===== src/logic/glb_bank_pkg.sv =====
// one bank of 1024 64-bit words with byte strobes; widths are fixed here and not per instance
package glb_bank_pkg;

    // word address into the bank, only the low bits of a global address ever reach us
    localparam int BANK_ADDR_WIDTH = 10;

    // the bank holds every word the address can reach
    localparam int BANK_DEPTH = 1 << BANK_ADDR_WIDTH;

    localparam int BANK_DATA_WIDTH = 64; // one data word per packet

    // one strobe bit covers one byte of the word
    localparam int BANK_STRB_WIDTH = BANK_DATA_WIDTH / 8;

    // tag that rides along with a read and comes back in the response
    localparam int PACKET_SEL_WIDTH = 2;

    // what the single memory port does in a given cycle
    typedef enum logic [1:0] {
        OP_IDLE  = 2'd0, // port unused
        OP_WRITE = 2'd1, // masked write of data into addr
        OP_READ  = 2'd2  // addr is read and registered at the next edge
    } bank_op_e;

endpackage


===== src/logic/bank_cmd_if.sv =====
// one memory command per cycle from decode, valid in the same cycle; no handshake and no stall
interface bank_cmd_if;
    import glb_bank_pkg::*;

    bank_op_e                   op;         // operation on the port this cycle
    logic [BANK_ADDR_WIDTH-1:0] addr;       // word address for write or read
    logic [BANK_DATA_WIDTH-1:0] data;       // write data, ignored on reads
    logic [BANK_DATA_WIDTH-1:0] bit_sel;    // expanded strobe, one bit per data bit
    logic [PACKET_SEL_WIDTH-1:0] packet_sel; // tag of the read being issued

    // decode builds the whole command
    modport decode (output op, output addr, output data, output bit_sel, output packet_sel);

    // the array only needs the port signals themselves
    modport execute (input op, input addr, input data, input bit_sel);

    // result follows reads and their tags
    modport result (input op, input packet_sel);

endinterface


===== src/logic/glb_bank_decode.sv =====
// a read that meets a write waits one cycle; a read in the cycle right after that is dropped
module glb_bank_decode (
    input  logic                                 clk,
    input  logic                                 rst_n,
    input  logic                                 wr_en,
    input  logic [glb_bank_pkg::BANK_ADDR_WIDTH-1:0]  wr_addr,
    input  logic [glb_bank_pkg::BANK_STRB_WIDTH-1:0]  wr_strb,
    input  logic [glb_bank_pkg::BANK_DATA_WIDTH-1:0]  wr_data,
    input  logic                                 rd_en,
    input  logic [glb_bank_pkg::BANK_ADDR_WIDTH-1:0]  rd_addr,
    input  logic [glb_bank_pkg::PACKET_SEL_WIDTH-1:0] rd_packet_sel,
    bank_cmd_if.decode                           cmd
);
    import glb_bank_pkg::*;

    logic                        wr_q_en;    // a write packet was taken at the last edge
    logic [BANK_ADDR_WIDTH-1:0]  wr_q_addr;
    logic [BANK_STRB_WIDTH-1:0]  wr_q_strb;
    logic [BANK_DATA_WIDTH-1:0]  wr_q_data;
    logic                        rd_q_en;    // a read request was taken at the last edge
    logic [BANK_ADDR_WIDTH-1:0]  rd_q_addr;
    logic [PACKET_SEL_WIDTH-1:0] rd_q_sel;
    logic                        pend_valid; // read parked behind a write
    logic [BANK_ADDR_WIDTH-1:0]  pend_addr;
    logic [PACKET_SEL_WIDTH-1:0] pend_sel;
    logic [BANK_DATA_WIDTH-1:0]  wr_bit_sel; // strobe widened to a bit mask

    // enables of the packets taken at the last edge
    always_ff @(posedge clk) begin
        if (!rst_n) begin
            wr_q_en <= 1'b0;
            rd_q_en <= 1'b0;
        end else begin
            wr_q_en <= wr_en;
            rd_q_en <= rd_en;
        end
    end

    always_ff @(posedge clk) begin
        wr_q_addr <= wr_addr; // payload that is valid only alongside its enable
        wr_q_strb <= wr_strb;
        wr_q_data <= wr_data;
        rd_q_addr <= rd_addr;
        rd_q_sel  <= rd_packet_sel;
    end

    // the slot fills on a collision and empties once the port is free of writes
    always_ff @(posedge clk) begin
        if (!rst_n) begin
            pend_valid <= 1'b0;
        end else if (wr_q_en && rd_q_en) begin
            pend_valid <= 1'b1;
        end else if (!wr_q_en) begin
            pend_valid <= 1'b0; // issued this cycle, or it was already empty
        end
    end

    always_ff @(posedge clk) begin
        if (wr_q_en && rd_q_en) begin
            pend_addr <= rd_q_addr; // keep the colliding read until it gets the port
            pend_sel  <= rd_q_sel;
        end
    end

    // each strobe bit covers eight data bits
    always_comb begin
        for (int i = 0; i < BANK_STRB_WIDTH; i++) begin
            wr_bit_sel[i*8 +: 8] = {8{wr_q_strb[i]}};
        end
    end

    // writes win the port, then a parked read, then a fresh read
    always_comb begin
        cmd.op         = OP_IDLE;
        cmd.addr       = rd_q_addr;
        cmd.packet_sel = rd_q_sel;
        if (wr_q_en) begin
            cmd.op   = OP_WRITE;
            cmd.addr = wr_q_addr;
        end else if (pend_valid) begin
            cmd.op         = OP_READ; // a fresh read in this cycle is lost, which the source avoids
            cmd.addr       = pend_addr;
            cmd.packet_sel = pend_sel;
        end else if (rd_q_en) begin
            cmd.op = OP_READ;
        end
    end

    assign cmd.data    = wr_q_data; // don't care on reads
    assign cmd.bit_sel = wr_bit_sel;

endmodule


===== src/flat_wrapper.sv =====
// flat-port wrapper written by rule: the top's interface ports become plain ports
module glb_bank_decode_flat import glb_bank_pkg::*;
  (clk, rst_n, wr_en, wr_addr, wr_strb, wr_data, rd_en, rd_addr, rd_packet_sel, cmd_op, cmd_addr, cmd_data, cmd_bit_sel, cmd_packet_sel);
  bank_cmd_if cmd_i ();
  input  logic clk;
  input  logic rst_n;
  input  logic wr_en;
  input  logic [glb_bank_pkg::BANK_ADDR_WIDTH-1:0] wr_addr;
  input  logic [glb_bank_pkg::BANK_STRB_WIDTH-1:0] wr_strb;
  input  logic [glb_bank_pkg::BANK_DATA_WIDTH-1:0] wr_data;
  input  logic rd_en;
  input  logic [glb_bank_pkg::BANK_ADDR_WIDTH-1:0] rd_addr;
  input  logic [glb_bank_pkg::PACKET_SEL_WIDTH-1:0] rd_packet_sel;
  output wire logic [$bits(cmd_i.op)-1:0] cmd_op;
  output wire logic [$bits(cmd_i.addr)-1:0] cmd_addr;
  output wire logic [$bits(cmd_i.data)-1:0] cmd_data;
  output wire logic [$bits(cmd_i.bit_sel)-1:0] cmd_bit_sel;
  output wire logic [$bits(cmd_i.packet_sel)-1:0] cmd_packet_sel;
  assign cmd_op = cmd_i.op;
  assign cmd_addr = cmd_i.addr;
  assign cmd_data = cmd_i.data;
  assign cmd_bit_sel = cmd_i.bit_sel;
  assign cmd_packet_sel = cmd_i.packet_sel;
  glb_bank_decode u_core (.clk(clk), .rst_n(rst_n), .wr_en(wr_en), .wr_addr(wr_addr), .wr_strb(wr_strb), .wr_data(wr_data), .rd_en(rd_en), .rd_addr(rd_addr), .rd_packet_sel(rd_packet_sel), .cmd(cmd_i));
endmodule

===== config.mk =====
export PLATFORM = sky130hd
export DESIGN_NAME = glb_bank_decode_flat
export DESIGN_NICKNAME = d
export VERILOG_FILES = /design/src/logic/glb_bank_pkg.sv /design/src/logic/bank_cmd_if.sv /design/src/logic/glb_bank_decode.sv /design/src/flat_wrapper.sv
export SDC_FILE = /design/constraint.sdc
export NUM_CORES = 1
export LEC_CHECK = 0
export BUFFER_PORTS_ARGS = -buffer_cell sky130_fd_sc_hd__buf_2
export CAP_MARGIN = 25
export CELL_PAD_IN_SITES_DETAIL_PLACEMENT = 1
export CELL_PAD_IN_SITES_GLOBAL_PLACEMENT = 2
export CORE_MARGIN = 2
export CORE_UTILIZATION = 22
export CTS_BUF_LIST = sky130_fd_sc_hd__clkbuf_4 sky130_fd_sc_hd__clkbuf_8 sky130_fd_sc_hd__clkbuf_16
export DETAILED_ROUTE_END_ITERATION = 16
export PLACE_DENSITY_LB_ADDON = 0.05
export SLEW_MARGIN = 0
export SYNTH_ARGS = -nofsm -noshare
export SYNTH_HDL_FRONTEND = slang
export SYNTH_SLANG_ARGS = --single-unit
export TNS_END_PERCENT = 50

===== constraint.sdc =====
create_clock -name clk -period 1.7 [get_ports clk]
set_input_delay 0.34 -clock clk [delete_from_list [all_inputs] [get_ports clk]]
set_output_delay 0.34 -clock clk [all_outputs]
set_load 0.01 [all_outputs]

# Yosys cells after proc, flatten, opt, wreduce, memory -nomap -nowiden
# Cells that the tools add are included.
[word_totals]
reg_bits = 109
elab_cells = 21
output_inout_bits = 142
inputBits = 98
[op_classes]
muxes = 9
eq_ne = 1
reduce_logical = 1
[ops]
columns = ["cell", "n"]
rows = [
  ["10-bit two-way mux", 2],
  ["2-bit two-way mux", 5],
  ["1-bit two-way mux", 2],
  ["2-bit inequality test, second input constant", 1],
  ["1-bit logical AND", 1],
]

# Logic depth before layout (Yosys ltp)
[depth]
word_depth = 3
mapped_depth = 3
mapped_depth_nobuf = 2

# Worst setup path after synthesis
# OpenSTA, ideal clock, no wires.
[synth_path]
kind = "flip-flop to flip-flop"
startpoint = "register u_core.wr_q_en"
endpoint = "register u_core.pend_addr[0] (enable)"
t_required_ps = 1345
setup_ps = 355
arrival_ps = 973
setup_slack_ps = 372
stages_incl_launch_ff = 3
path_buffers = 1
synth_period_minus_slack_ps = 1328
path_cell_list = "dfxtp_1 buf_2 and2_1"
[synth_between]
elab_chain_len = 1
[synth_rtl]
columns = ["element", "line", "text"]
rows = [
  ["start, declared", "glb_bank_decode.sv:16", "logic wr_q_en;"],
  ["start signal, assigned", "glb_bank_decode.sv:34", "wr_q_en <= wr_en;"],
  ["1-bit logical AND", "glb_bank_decode.sv:59", "if (wr_q_en && rd_q_en) begin"],
  ["end signal, assigned", "glb_bank_decode.sv:60", "pend_addr <= rd_q_addr;"],
  ["end, declared", "glb_bank_decode.sv:24", "logic [BANK_ADDR_WIDTH-1:0] pend_addr;"],
]
# Every way passes these cells.
# A chain may end at the register's enable or synchronous reset.

# Final worst setup path
[layout_path]
startpoint = "register u_core.pend_valid"
endpoint = "output cmd_packet_sel[1]"
[layout_between]
elab_chain_len = 2
[layout_rtl]
columns = ["element", "line", "text"]
rows = [
  ["start, declared", "glb_bank_decode.sv:23", "logic pend_valid;"],
  ["start signal, assigned", "glb_bank_decode.sv:50", "pend_valid <= 1'b0;"],
  ["start signal, assigned", "glb_bank_decode.sv:52", "pend_valid <= 1'b1;"],
  ["start signal, assigned", "glb_bank_decode.sv:54", "pend_valid <= 1'b0;"],
  ["2-bit two-way mux", "glb_bank_decode.sv:80", "end else if (pend_valid) begin"],
  ["2-bit two-way mux", "glb_bank_decode.sv:77", "if (wr_q_en) begin"],
  ["end, declared", "flat_wrapper.sv:18", "output wire logic [$bits(cmd_i.packet_sel)-1:0] cmd_packet_sel;"],
]
# Every way passes these cells.

==> flow_metrics.env <==
export IMPL_grt_antenna_before_repair=0
export IMPL_powerDensity_nw_per_um2=1250
export IMPL_rsz0062_at_grt="true"
export IMPL_cts_max_level=3
export IMPL_crit_fanout=3
export IMPL_final_common_cell="buf_2"
export IMPL_crit_type="register to output port"
export IMPL_synth_seq_cells=109
export IMPL_cts_root_buf="clkbuf_16"
export IMPL_final_cell_mix="buf_2, dfxtp_1, edfxtp_1"
export IMPL_ant_nets=0
export IMPL_yosysUniqueCellTypes=13
export IMPL_io_buffers=239
export IMPL_cts_tree="done"
export IMPL_yosysTopAreaCell="dfxtp_1"
export IMPL_netlist_area_leader_share_pct=64.6
export IMPL_die_h_um=121
export IMPL_drv_slew=0
export IMPL_drt_iter0_drc=45
export IMPL_grtUsageTotal_pct=10.2
export IMPL_finalCritPeriodShare_pct=97.6
export IMPL_synth_warnings=0
export IMPL_min_period_ns=1.66
export IMPL_dpl_hpwl_um=5980
export IMPL_synth_area_top_cells="dfxtp_1, buf_4, edfxtp_1"
export IMPL_slowest_stage="dfxtp_4"
export IMPL_critPathMaxStageDelay_ns=0.37
export IMPL_critPathRequiredTime_ns=1.36
export IMPL_fillers=1522
export IMPL_pin_count=240
export IMPL_wl_um=7380
export IMPL_die_w_um=121
export IMPL_syn_inst=209
export IMPL_dpl_cell_area_um2=4020
export IMPL_postCtsHoldBufs=0
export IMPL_postLayoutCellArea_um2=4400
export IMPL_cp_end_kind="output port"
export IMPL_grt_pass1_vias=2095
export IMPL_via_count=2076
export IMPL_drive_above_1_share_pct=65.1
export IMPL_areaGrowthSynthToFinish_pct=46.4
export IMPL_grt_pass1_wl_um=10800
export IMPL_p_leak_nw=2.16
export IMPL_r2r_end="u_core.pend_addr[7]"
export IMPL_coreArea_um2=13300
export IMPL_grt_max_degree=21
export IMPL_r2r_cells=3
export IMPL_start_util_pct=22.6
export IMPL_dieArea_um2=14600
export IMPL_grt_overflow_total=0
export IMPL_rows=42
export IMPL_antenna_cells=0
export IMPL_skew_ns=0.00528
export IMPL_timing_final_hold_violations=0
export IMPL_netlist_area_um2=3000
export IMPL_maxCapViolCount=0
export IMPL_start_kind="register"
export IMPL_reg2reg_from="u_core.wr_q_en"
export IMPL_cts_buffers=9
export IMPL_synth_nets=307
export IMPL_clock_latency_ns=0.35
export IMPL_min_to="u_core.cmd.data[7]"
export IMPL_peakVddDrop_mv=0.610
export IMPL_ff2ff_setup_slack_ns=0.53
export IMPL_post_cts_buffers=0
export IMPL_synth_avg_cell_area_um2=14.4
export IMPL_arrival_ns=1.32
export IMPL_finalSetupViolCount=0
export IMPL_nets=503
export IMPL_worst_hold_startpoint="wr_data[7]"
export IMPL_hold_slack_ns=0.0810
export IMPL_cts_sinks=109
export IMPL_holdPathStages=1
export IMPL_firstDrtPassIters=3
export IMPL_drcViolationCount=0
export IMPL_clk_pin_slew_ns=0.08
export IMPL_status="finished clean"
export IMPL_worst_pin_slew_ns=0.202
export IMPL_ys_seq_area_share_pct=76.6
export IMPL_clock_path_buffers=2
export IMPL_gp_congestion=0.636
export IMPL_via_per_inst=3.54
export IMPL_min_path_type="input port to register"
export IMPL_crit_chain="nor2b_4 -> mux2_4 -> buf_6"
export IMPL_relSlewSlack_pct=86.5
export IMPL_clock_fmax_ghz=0.603
export IMPL_routedWlPerCell_um=12.6
## layout make-up
cell class	count	area, um2	share of cell area, %
flip-flops and latches	109	2310	52.4
repair buffers	245	1270	28.8
multi-input cells	40	269	6.11
clock buffers	10	250	5.69
well taps	176	220	5.01
clock inverters	6	83.8	1.91
## synth_stat cells
cell type and n:
and2_1 3, nor2_1 3, o21ai_1 9, edfxtp_1 12, buf_2 2, nand2_1 11
buf_4 57, mux2_1 2, o21ai_0 1, buf_6 1, nor2b_2 1, dfxtp_1 97
mux2i_1 10
## how the worst max path moves through the flow
stage / start / to / slack [ns] / cells past startpoint
after global routing: u_core.pend_valid / cmd_addr[4] / -0.03 / 4
after global placement: u_core.pend_valid / cmd_packet_sel[0] / 0.39 / 3
after CTS: u_core.pend_valid / cmd_packet_sel[1] / 0.02 / 3
after detailed placement: u_core.pend_valid / cmd_packet_sel[1] / 0.37 / 3
final: u_core.pend_valid / cmd_packet_sel[1] / 0.04 / 3
after floorplan: u_core.wr_q_en / u_core.pend_addr[0] / 0.37 / 2
## cells by family after synthesis
group | count (synthesis) | synth area share, %
flops | 109 | 76.6
buf+inv | 60 | 15.0
simple gates | 18 | 2.67
mux | 12 | 4.08
compound gates | 10 | 1.67
## power breakdown
part	switching, W	internal [W]	leakage (nW)
clock	0.000999	0.00127	0.164
combinational	0.000220	0.000227	1.06
sequential	0.0000464	0.00273	0.928
total	0.00127	0.00422	2.16
## flip-flops by register name, summed over array words and instances, names as in the netlist
name and flops:
u_core.rd_q_sel 2, u_core.wr_q_en 1, u_core.wr_q_addr 10, u_core.pend_sel 2
u_core.pend_valid 1, u_core.cmd.data 64, u_core.rd_q_addr 10, u_core.pend_addr 10
u_core.wr_q_strb 8, u_core.rd_q_en 1
## per-stage QoR
step	std cells	setup TNS (ns)	utilization [%]	total power, W	setup WS, ns
floorplan	209	0	-	0.00307	0.372
global placement	570	0	30.2	0.00329	0.392
detailed placement	570	0	30.2	0.00329	0.371
CTS	586	0	32.8	0.00561	0.0161
global route	586	-0.0826	33.1	0.00578	-0.0280
finish	586	0	33.1	0.00549	0.0408
## critical path, delay by kind of cell, from the launching register on
| kind | cells | cell delay, ns |
|---|---|---|
| muxes | 1 | 0.31 |
| and+or+nand+nor | 1 | 0.17 |
| buffers and inverters | 1 | 0.12 |
| DFF | 1 | 0.37 |
## repair_timing
action                     in CTS  in global routing
setup endpoints to repair       3                 10
resized for setup               2                 11
gates cloned                    0                  0
## per-layer routing
layer / vias to the layer above / share of wire (%) / track usage [%]
li1: 999 / - / -
met1: 916 / 32 / 9.04
met2: 153 / 50 / 17.1
met3: 8 / 17 / 7.85
met4: 0 / 1.6 / 4.36
met5: - / 0 / 0
(Power assumes the default switching activity.)
