### config.mk
export PLATFORM = sky130hd
export DESIGN_NAME = glb_bank_response_flat
export DESIGN_NICKNAME = d
export VERILOG_FILES = /design/src/logic/glb_bank_pkg.sv /design/src/logic/bank_cmd_if.sv /design/src/logic/glb_bank_response.sv /design/src/flat_wrapper.sv
export SDC_FILE = /design/constraint.sdc
export NUM_CORES = 1
export LEC_CHECK = 0
export ABC_AREA = 0
export ABC_CLOCK_PERIOD_IN_PS = 1400
export BUFFER_PORTS_ARGS = -buffer_cell sky130_fd_sc_hd__clkbuf_2
export CELL_PAD_IN_SITES_DETAIL_PLACEMENT = 1
export CELL_PAD_IN_SITES_GLOBAL_PLACEMENT = 1
export CORE_UTILIZATION = 34
export CTS_BUF_LIST = sky130_fd_sc_hd__clkbuf_2
export CTS_CLUSTER_SIZE = 40
export DETAILED_ROUTE_END_ITERATION = 10
export HOLD_SLACK_MARGIN = 0.08
export PLACE_DENSITY_LB_ADDON = 0.3
export SYNTH_ARGS = -nofsm -noshare
export SYNTH_HDL_FRONTEND = slang
export SYNTH_SLANG_ARGS = --single-unit
### constraint.sdc
create_clock -name clk -period 1.4 [get_ports clk]
set_input_delay 0.28 -clock clk [delete_from_list [all_inputs] [get_ports clk]]
set_output_delay 0.28 -clock clk [all_outputs]
set_load 0.005 [all_outputs]
### src/logic/glb_bank_pkg.sv
// one bank of 1024 64-bit words with byte strobes; widths are fixed here and not per instance
package glb_bank_pkg;

    // word address into the bank, only the low bits of a global address ever reach us
    localparam int BANK_ADDR_WIDTH = 10;

    // the bank holds every word the address can reach
    localparam int BANK_DEPTH = 1 << BANK_ADDR_WIDTH;

    localparam int BANK_DATA_WIDTH = 64; // one data word per packet

    // one strobe bit covers one byte of the word
    localparam int BANK_STRB_WIDTH = BANK_DATA_WIDTH / 8;

    // tag that rides along with a read and comes back in the response
    localparam int PACKET_SEL_WIDTH = 2;

    // what the single memory port does in a given cycle
    typedef enum logic [1:0] {
        OP_IDLE  = 2'd0, // port unused
        OP_WRITE = 2'd1, // masked write of data into addr
        OP_READ  = 2'd2  // addr is read and registered at the next edge
    } bank_op_e;

endpackage

### src/logic/bank_cmd_if.sv
// one memory command per cycle from decode, valid in the same cycle; no handshake and no stall
interface bank_cmd_if;
    import glb_bank_pkg::*;

    bank_op_e                   op;         // operation on the port this cycle
    logic [BANK_ADDR_WIDTH-1:0] addr;       // word address for write or read
    logic [BANK_DATA_WIDTH-1:0] data;       // write data, ignored on reads
    logic [BANK_DATA_WIDTH-1:0] bit_sel;    // expanded strobe, one bit per data bit
    logic [PACKET_SEL_WIDTH-1:0] packet_sel; // tag of the read being issued

    // decode builds the whole command
    modport decode (output op, output addr, output data, output bit_sel, output packet_sel);

    // the array only needs the port signals themselves
    modport execute (input op, input addr, input data, input bit_sel);

    // result follows reads and their tags
    modport result (input op, input packet_sel);

endinterface

### src/logic/glb_bank_response.sv
// response comes two edges after the command is issued; there is no way to stall it
module glb_bank_response (
    input  logic                                 clk,
    input  logic                                 rst_n,
    bank_cmd_if.result                           cmd,
    input  logic [glb_bank_pkg::BANK_DATA_WIDTH-1:0]  mem_data_out,
    output logic [glb_bank_pkg::BANK_DATA_WIDTH-1:0]  rd_data,
    output logic                                 rd_data_valid,
    output logic [glb_bank_pkg::PACKET_SEL_WIDTH-1:0] rd_data_packet_sel
);
    import glb_bank_pkg::*;

    logic                        rd_pipe;  // a read went into the array at the last edge
    logic [PACKET_SEL_WIDTH-1:0] sel_pipe; // and this was its tag

    // first stage tracks the memory's own read register
    always_ff @(posedge clk) begin
        if (!rst_n) begin
            rd_pipe <= 1'b0;
        end else begin
            rd_pipe <= (cmd.op == OP_READ);
        end
    end

    always_ff @(posedge clk) begin
        sel_pipe <= cmd.packet_sel; // only used when rd_pipe is set
    end

    // second stage is the response packet itself
    always_ff @(posedge clk) begin
        if (!rst_n) begin
            rd_data_valid      <= 1'b0;
            rd_data            <= '0;
            rd_data_packet_sel <= '0;
        end else begin
            rd_data_valid <= rd_pipe; // one cycle strobe per read
            if (rd_pipe) begin
                rd_data            <= mem_data_out; // data and tag hold between responses
                rd_data_packet_sel <= sel_pipe;
            end
        end
    end

endmodule

### src/flat_wrapper.sv
// flat-port wrapper written by rule: the top's interface ports become plain ports
module glb_bank_response_flat import glb_bank_pkg::*;
  (clk, rst_n, mem_data_out, rd_data, rd_data_valid, rd_data_packet_sel, cmd_op, cmd_packet_sel);
  bank_cmd_if cmd_i ();
  input  logic clk;
  input  logic rst_n;
  input  logic [glb_bank_pkg::BANK_DATA_WIDTH-1:0] mem_data_out;
  output logic [glb_bank_pkg::BANK_DATA_WIDTH-1:0] rd_data;
  output logic rd_data_valid;
  output logic [glb_bank_pkg::PACKET_SEL_WIDTH-1:0] rd_data_packet_sel;
  input wire logic [$bits(cmd_i.op)-1:0] cmd_op;
  input wire logic [$bits(cmd_i.packet_sel)-1:0] cmd_packet_sel;
  assign cmd_i.op = cmd_op;
  assign cmd_i.packet_sel = cmd_packet_sel;
  glb_bank_response u_core (.clk(clk), .rst_n(rst_n), .cmd(cmd_i), .mem_data_out(mem_data_out), .rd_data(rd_data), .rd_data_valid(rd_data_valid), .rd_data_packet_sel(rd_data_packet_sel));
endmodule
Word-level counts from Yosys, hierarchy flattened
Index checks and enable logic that the tools add are counted.
{ "totals": {"input_bits": 70, "elab_cells": 6, "register_bits": 70} }
{ "op_classes": {"n_eq_ne": 1} }
{ "ops": {"columns": ["op", "n"], "rows": [
  ["== test 2 bit, second input constant", 1]
]} }

Depth between registers and ports, before layout
Gate-level depths: netlist of run 1.
{ "logic_depth": {"word_depth": 1, "ltp_mapped": 5, "mapped_depth_nobuf": 2} }

Worst setup path after synthesis of run 1
Ideal clock, no wire load.
{ "synth_path": {"path_type": "register -> register", "startpoint": "reg u_core.rd_pipe", "endpoint": "reg u_core.rd_data[54] (netlist name)", "n_path_buf": 3, "path_stages_with_launch": 6, "arrival_time_ps": 906, "slack_ps": 378, "path_cell_list": "dfxtp_1 > buf_4 > buf_12 > buf_8 > mux2i_1 > nor2b_1"} }
{ "synth_rtl": {"columns": ["item", "line", "source"], "rows": [
  ["start, declared", "glb_bank_response.sv:13", "logic rd_pipe;"],
  ["start signal, assigned", "glb_bank_response.sv:21", "rd_pipe <= (cmd.op == OP_READ);"],
  ["end signal, assigned", "glb_bank_response.sv:38", "rd_data <= mem_data_out;"],
  ["end, declared", "glb_bank_response.sv:7", "output logic [glb_bank_pkg::BANK_DATA_WIDTH-1:0] rd_data,"]
]} }

Worst setup path after layout of run 1
{ "layout_path": {"startpoint": "reg u_core.rd_data[52] (netlist name)", "endpoint": "out rd_data[52] (netlist name)"} }
{ "layout_rtl": {"columns": ["item", "line", "source"], "rows": [
  ["end, declared", "flat_wrapper.sv:8", "output logic [glb_bank_pkg::BANK_DATA_WIDTH-1:0] rd_data;"]
]} }
No word-level cell between the ends.

==> run summary, run 1 <==
outcome: complete, no violations
Post-Syn Area: 2620 sq um
row cnt: 31
die height: 89.8 um
crit end category: output pin
Avg Cell Area, Syn: 11.9 sq um
cell-internal power: 3.00 mW
Core Util, Final: 0.570
Worst setup SP type: register
Pleak: 1.82 nW
1st-iter DRT viols: 16
post-synthesis cell count: 220
Post-Synth XOR/XNOR Area: 0
Synth Area in Adders: 0
post-synth cell types: 11
Post-DRT Antenna Nets: 0
top cells by area, synth: dfxtp_1 53%, mux2i_1 25%, nor2b_1 16%, buf_12 2.3%, buf_4 1.1%
placed cell area: 3390 sq um
Core ar.: 7370 sq um
via density per instance: 4.40
Tmin final: 1.30 ns
Synth top cells by count: 70 x dfxtp_1, 66 x mux2i_1, 66 x nor2b_1
area leader, netlist: dfxtp_1
CP Buf/Inv Count: 1
Post-route DRC: 0
placed insts: 446
WS Path Type: register to output pin
fin crit share: 0.925
max_slew headroom: 0.806
first-pass GRT wire length: 13.0 mm
final non-filler cell total: 530
die area: 8070 sq um
sequential-to-total area share from yosys stat: 0.534
gp weighted congestion: 0.634
hold violation count in the final report: 0
largest net degree at the start of global routing: 36
max-slew violations: 0
DR WL/cell: 14.9 um
Combinational Power Share: 0.142
largest family of logic cells by synthesized area: multiplexers
Net Count, Synth: 290
Power Total: 3.93 mW
final wirelength: 7.88 mm
antenna cells: 0
critical path's largest stage delay: 0.42 ns
Buffers on Ports: 136
Sum Neg Setup Slack: 0 ns
via count: 2333
final setup vio count: 0
initial antenna violation count: 0
Inserted Clock Buffers: 9
synth warn: 0
Initial Utilization: 0.356
Post-Synth Simple-Gate Area: 0.163
maximum clock rate: 772 MHz
Detail Placement HPWL: 4.32 mm
compound-gate portion of the synthesized area: 0
number of synthesized flops with an enable pin: 0
clock share of power: 0.323
sw power: 0.935 mW
Pwr Density: 937 nW/um^2
critical path cell sequence: clkbuf_2
Hold WC Path Type: input pin to register
RSZ-0062 raised after global routing: no
sequential share of power: 0.535
Most used DFF post-synth: dfxtp_1
WHS: 0.306 ns
Layout area overhead: 60.1%
Worst path slowest cell: dfxtp_1
Clock H-tree levels: 3
# IOs: 137
setup ws final: 0.105 ns
post-synth top area share: 0.534
Critical Path RT: 1.12 ns
Async S/R FF share, synth: 0
dpl ws: 0.387 ns
Max clock buf depth: 2
number of global-route vias before repair: 2635
Clock Sinks: 70
cell with the most instances after synthesis: dfxtp_1
CTS clk-pin slew, worst paths: 0.19 ns
Crit path max-delay family: flip-flops
Die Wd: 89.8 um
slew at the pin closest to its max-slew limit: 0.290 ns
Clock Tree Root: clkbuf_2
mux cell area share after synthesis: 0.252
Final Skew: 0.0158 ns
total grt overflow: 0
Initial DRT Pass Iterations: 2
switching share of power: 0.238
WP data arrival: 1.02 ns
fraction of layout cells with a size suffix above 1: 0.362
worst vdd rail ir drop: 0.000433 V
post_cts resized: 0
FF+latch count, synth: 70
largest fanout on the critical path: 2
CTS tree: done
cell area after layout: 4200 sq um
clock latency on the worst-skew pair: 0.47 ns
max-cap violations: 0
total track usage: 0.204
final net count: 496
-- kinds of logic (layout without fill, tap and decap cells) --
| kind of cell | Yosys count | after routing |
|---|---|---|
| mux | 66 | 66 |
| simple gates | 69 | 69 |
| buf+inv | 15 | 226 |
| flops | 70 | 70 |
-- cell type report --
class,count,area (sq um)
multi-input cells,135,1090
repair buffers,210,1460
well taps,99,124
flip-flops and latches,70,1410
clock inverters,6,76.3
clock buffers,10,50.0
fillers,858,3170
-- path summary, 6_finish.rpt --
check | from | cells after the start | endpoint | slack, ns
worst min-delay path | rst_n | 3 | u_core.rd_data[17] | 0.31
worst min register to register | u_core.sel_pipe[1] | 2 | u_core.rd_data_packet_sel[1] | 0.53
worst max-delay path | u_core.rd_data[52] | 1 | rd_data[52] | 0.10
worst max register to register | u_core.rd_pipe | 3 | u_core.rd_data[52] | 0.35
-- registers in the layout (all words and copies together), names as in the netlist --
signal                     flops
u_core.rd_data                64
u_core.rd_data_packet_sel      2
u_core.rd_data_valid           1
u_core.rd_pipe                 1
u_core.sel_pipe                2
-- power by group through the flow --
stage | registers, mW | logic, mW | clock network [mW]
floorplan | 2.14 | 0.202 | 0
global placement | 2.14 | 0.386 | 0
detailed placement | 2.14 | 0.398 | 0
CTS | 2.10 | 0.547 | 1.32
global route | 2.11 | 0.606 | 1.41
finish | 2.10 | 0.557 | 1.27
-- placed cells by master (no fill, tap or decap), drive strengths merged --
| cell type | synthesis | final |
|---|---|---|
| and2 | 1 | 1 |
| nor2 | 1 | 1 |
| bufinv | 0 | 2 |
| nor2b | 66 | 66 |
| nand2 | 1 | 1 |
| clkinv | 0 | 4 |
| clkbuf | 5 | 146 |
| buf | 10 | 6 |
| mux2i | 66 | 66 |
| dfxtp | 70 | 70 |
| dlygate4sd3 | 0 | 68 |
-- layer usage --
layer	global-route usage	part of all wire	up-vias
met1	0.211	0.39	1089
met4	0.0792	0.021	0
li1	-	-	1133
met5	0	0	-
met2	0.390	0.53	96
met3	0.0499	0.066	15
-- what timing repair did --
action	in CTS	in global routing
hold buffers	68	0
endpoints found under the setup margin	0	0
hold endpoints to repair	67	0
buffers inserted	0	0
(Power assumes the default switching activity.)
==> inputs of run 2 (changes only) <==
- ABC_AREA: 0 -> 1
- CORE_UTILIZATION: 34 -> 32
==> run 2 against run 1 <==
Clock power about the same. Wire length up 13%. Clock skew decreased by 0.0034 ns. Largest power group unchanged. Worst hold slack worse by 0.068 ns.
==> run summary, run 2 <==
Most used DFF post-synth: dfxtp_1
final net count: 696 (+40%)
maximum clock rate: 780 MHz (+0.98%)
largest fanout on the critical path: 2 (unchanged)
dpl ws: 0.343 ns (-0.0437 ns)
die area: 9220 sq um (+14%)
crit end category: output pin
Critical Path RT: 1.12 ns (about the same)
first-pass GRT wire length: 13.8 mm (+5.9%)
Synth top cells by count: 134 x nand2_1, 133 x nor2_1, 70 x dfxtp_1
final wirelength: 8.87 mm (+13%)
total track usage: 0.197 (-0.00707)
Die Wd: 96.0 um (+6.9%)
placed cell area: 3550 sq um (+4.8%)
fraction of layout cells with a size suffix above 1: 0.260 (-0.102)
antenna cells: 0 (unchanged)
Pleak: 2.42 nW (+33%)
Max clock buf depth: 2 (unchanged)
Detail Placement HPWL: 5.28 mm (+22%)
critical path's largest stage delay: 0.39 ns (-0.03 ns)
CTS tree: done
initial antenna violation count: 0 (unchanged)
Final Skew: 0.0124 ns (-0.00339 ns)
commonest non-fill, non-tap cell in the layout: clkbuf_2
outcome: complete, no violations
cell area after layout: 4380 sq um (+4.2%)
Post-Syn Area: 2830 sq um (+7.8%)
CP Buf/Inv Count: 1 (unchanged)
Initial DRT Pass Iterations: 6 (+4)
critical path depth: 1 (unchanged)
Core ar.: 8380 sq um (+14%)
row cnt: 33 (+6.5%)
slew at the pin closest to its max-slew limit: 0.271 ns (-0.0194 ns)
Inserted Clock Buffers: 9 (unchanged)
# IOs: 137 (unchanged)
FF+latch count, synth: 70 (unchanged)
Clock Tree Root: clkbuf_2
Initial Utilization: 0.337 (-0.0185)
WHS: 0.238 ns (-0.0678 ns)
via count: 3099 (+33%)
Worst path slowest cell: dfxtp_1
Crit path max-delay family: flip-flops
post-synthesis cell count: 427 (+94%)
Worst setup SP type: register
cell with the most instances after synthesis: nand2_1
number of global-route vias before repair: 3174 (+20%)
commonest non-fill, non-tap cells in the layout: 145 x clkbuf_2, 134 x nand2_1, 133 x nor2_1, 69 x dlygate4sd3_1, 67 x inv_1
gp weighted congestion: 0.729 (+15%)
hold path depth: 4 (+1)
reg-to-reg endpoint: u_core.rd_data[48]
worst r2r src: u_core.rd_pipe
post-synth cell types: 7 (-4)
Clock Sinks: 70 (unchanged)
Async S/R FF share, synth: 0 (unchanged)
Layout fillers: 1118 (+30%)
top cells by area, synth: dfxtp_1 50%, nand2_1 18%, nor2_1 18%, inv_1 8.9%, buf_6 3.2%
max FFs per register: 64 (unchanged)
total grt overflow: 0 (unchanged)
largest net degree at the start of global routing: 66 (+83%)
FF+latch area: 1420 sq um (+0.71%)
CTS clk-pin slew, worst paths: 0.20 ns (about the same)
area leader, netlist: dfxtp_1
via density per instance: 4.22 (-4.2%)
Sum Neg Setup Slack: 0 ns (unchanged)
Post-route DRC: 0 (unchanged)
Pwr Density: 942 nW/um^2 (+0.58%)
Net Count, Synth: 497 (+71%)
max-cap violations: 0 (unchanged)
DR WL/cell: 12.1 um (-19%)
Post-DRT Antenna Nets: 0 (unchanged)
synth warn: 0 (unchanged)
critical path cell sequence: clkbuf_2
max-slew violations: 0 (unchanged)
final setup vio count: 0 (unchanged)
Layout area overhead: 54.8%
Worst Hold End: u_core.rd_data[32]
worst r2r path cells: 4 (+1)
Avg Cell Area, Syn: 6.62 sq um (-44%)
Hold WC Path Type: input pin to register
fin crit share: 0.916 (-0.00898)
most flop-heavy register: u_core.rd_data
top flop regs: u_core.rd_data (64), u_core.rd_data_packet_sel (2), u_core.sel_pipe (2)
Clock H-tree levels: 3 (unchanged)
setup ws final: 0.117 ns (+0.0126 ns)
hold violation count in the final report: 0 (unchanged)
hold_sp: rst_n
max_slew headroom: 0.819 (+0.0129)
WP data arrival: 1.00 ns (-0.02 ns)
WS Path Type: register to output pin
reg2reg setup slack: 0.40 ns (+0.05 ns)
RSZ-0062 raised after global routing: no
die height: 96.0 um (+6.9%)
Tmin final: 1.28 ns (-0.0126 ns)
clock latency on the worst-skew pair: 0.48 ns (about the same)
footprint of the multi-input gates: 1000 sq um (-7.8%)
post-synth top area share: 0.496 (-0.0388)
sequential-to-total area share from yosys stat: 0.496 (-0.0388)
worst vdd rail ir drop: 0.000434 V (about the same)
number of synthesized flops with an enable pin: 0 (unchanged)
Buffers on Ports: 136 (unchanged)
1st-iter DRT viols: 50 (+34)
-- run 2: cell types whose count changed in the layout (fill, tap and decap cells not counted), moves of 8 or more --
cell | before | now
inv_1 | 0 | 67
nor2b_1 | 66 | 0
dfxtp_1 | 69 | 61
dfxtp_2 | 0 | 8
mux2i_1 | 66 | 0
nor2_1 | 1 | 133
nand2_1 | 1 | 134
-- run 2: logic make-up (layout without fill, tap and decap cells) --
| group | after synthesis | after routing | share of synthesized area |
|---|---|---|---|
| buf+inv | 90 | 293 | 0.150 |
| flops | 70 | 70 | 0.496 |
| simple gates | 267 | 267 | 0.354 |
-- run 2: worst reg2reg max path: cells and delay by family, from the launching register on --
kind | cells | cell delay [ns]
buf+inv | 1 | 0.26
simple gates | 3 | 0.24
flops | 1 | 0.42
-- run 2: stage by stage --
step	util	instances	power [mW]
floorplan	-	427	2.48
global placement	0.424	651	2.71
detailed placement	0.424	651	2.73
CTS	0.521	735	4.19
global route	0.522	735	4.39
finish	0.522	735	4.12
-- run 2: cell type report --
class	count	area share
clock buffers	9	0.0103
clock inverters	6	0.0177
inverters	67	0.0575
multi-input cells	267	0.229
flip-flops and latches	70	0.323
well taps	105	0.0300
repair buffers	211	0.332
-- run 2: how the worst max path moves through the flow --
stage | start | to
after CTS | u_core.rd_data[39] | rd_data[39]
after global routing | u_core.rd_data[62] | rd_data[62]
final | u_core.rd_data[39] | rd_data[39]
after detailed placement | rst_n | u_core.rd_data[48]
after global placement | rst_n | u_core.rd_data[50]
after floorplan | u_core.rd_pipe | u_core.rd_data[50]
-- run 2: what timing repair did --
action                                  4_1_cts  5_1_grt
endpoints found under the setup margin        0        8
hold buffers                                 69        0
buffers inserted                              0        0
resized for setup                             0        8
hold endpoints to repair                     67        0
-- run 2: routing by layer --
layer  routed length, um  share of wire  track usage
met3                 542          0.061       0.0648
met5                   0              0            0
met4                  23         0.0026       0.0672
met1                3610           0.41        0.201
met2                4700           0.53        0.371
-- run 2: power by group --
group          switching (mW)  internal, mW
logic                   0.319         0.376
clock network           0.702         0.565
registers              0.0591          2.10
total                    1.08          3.04
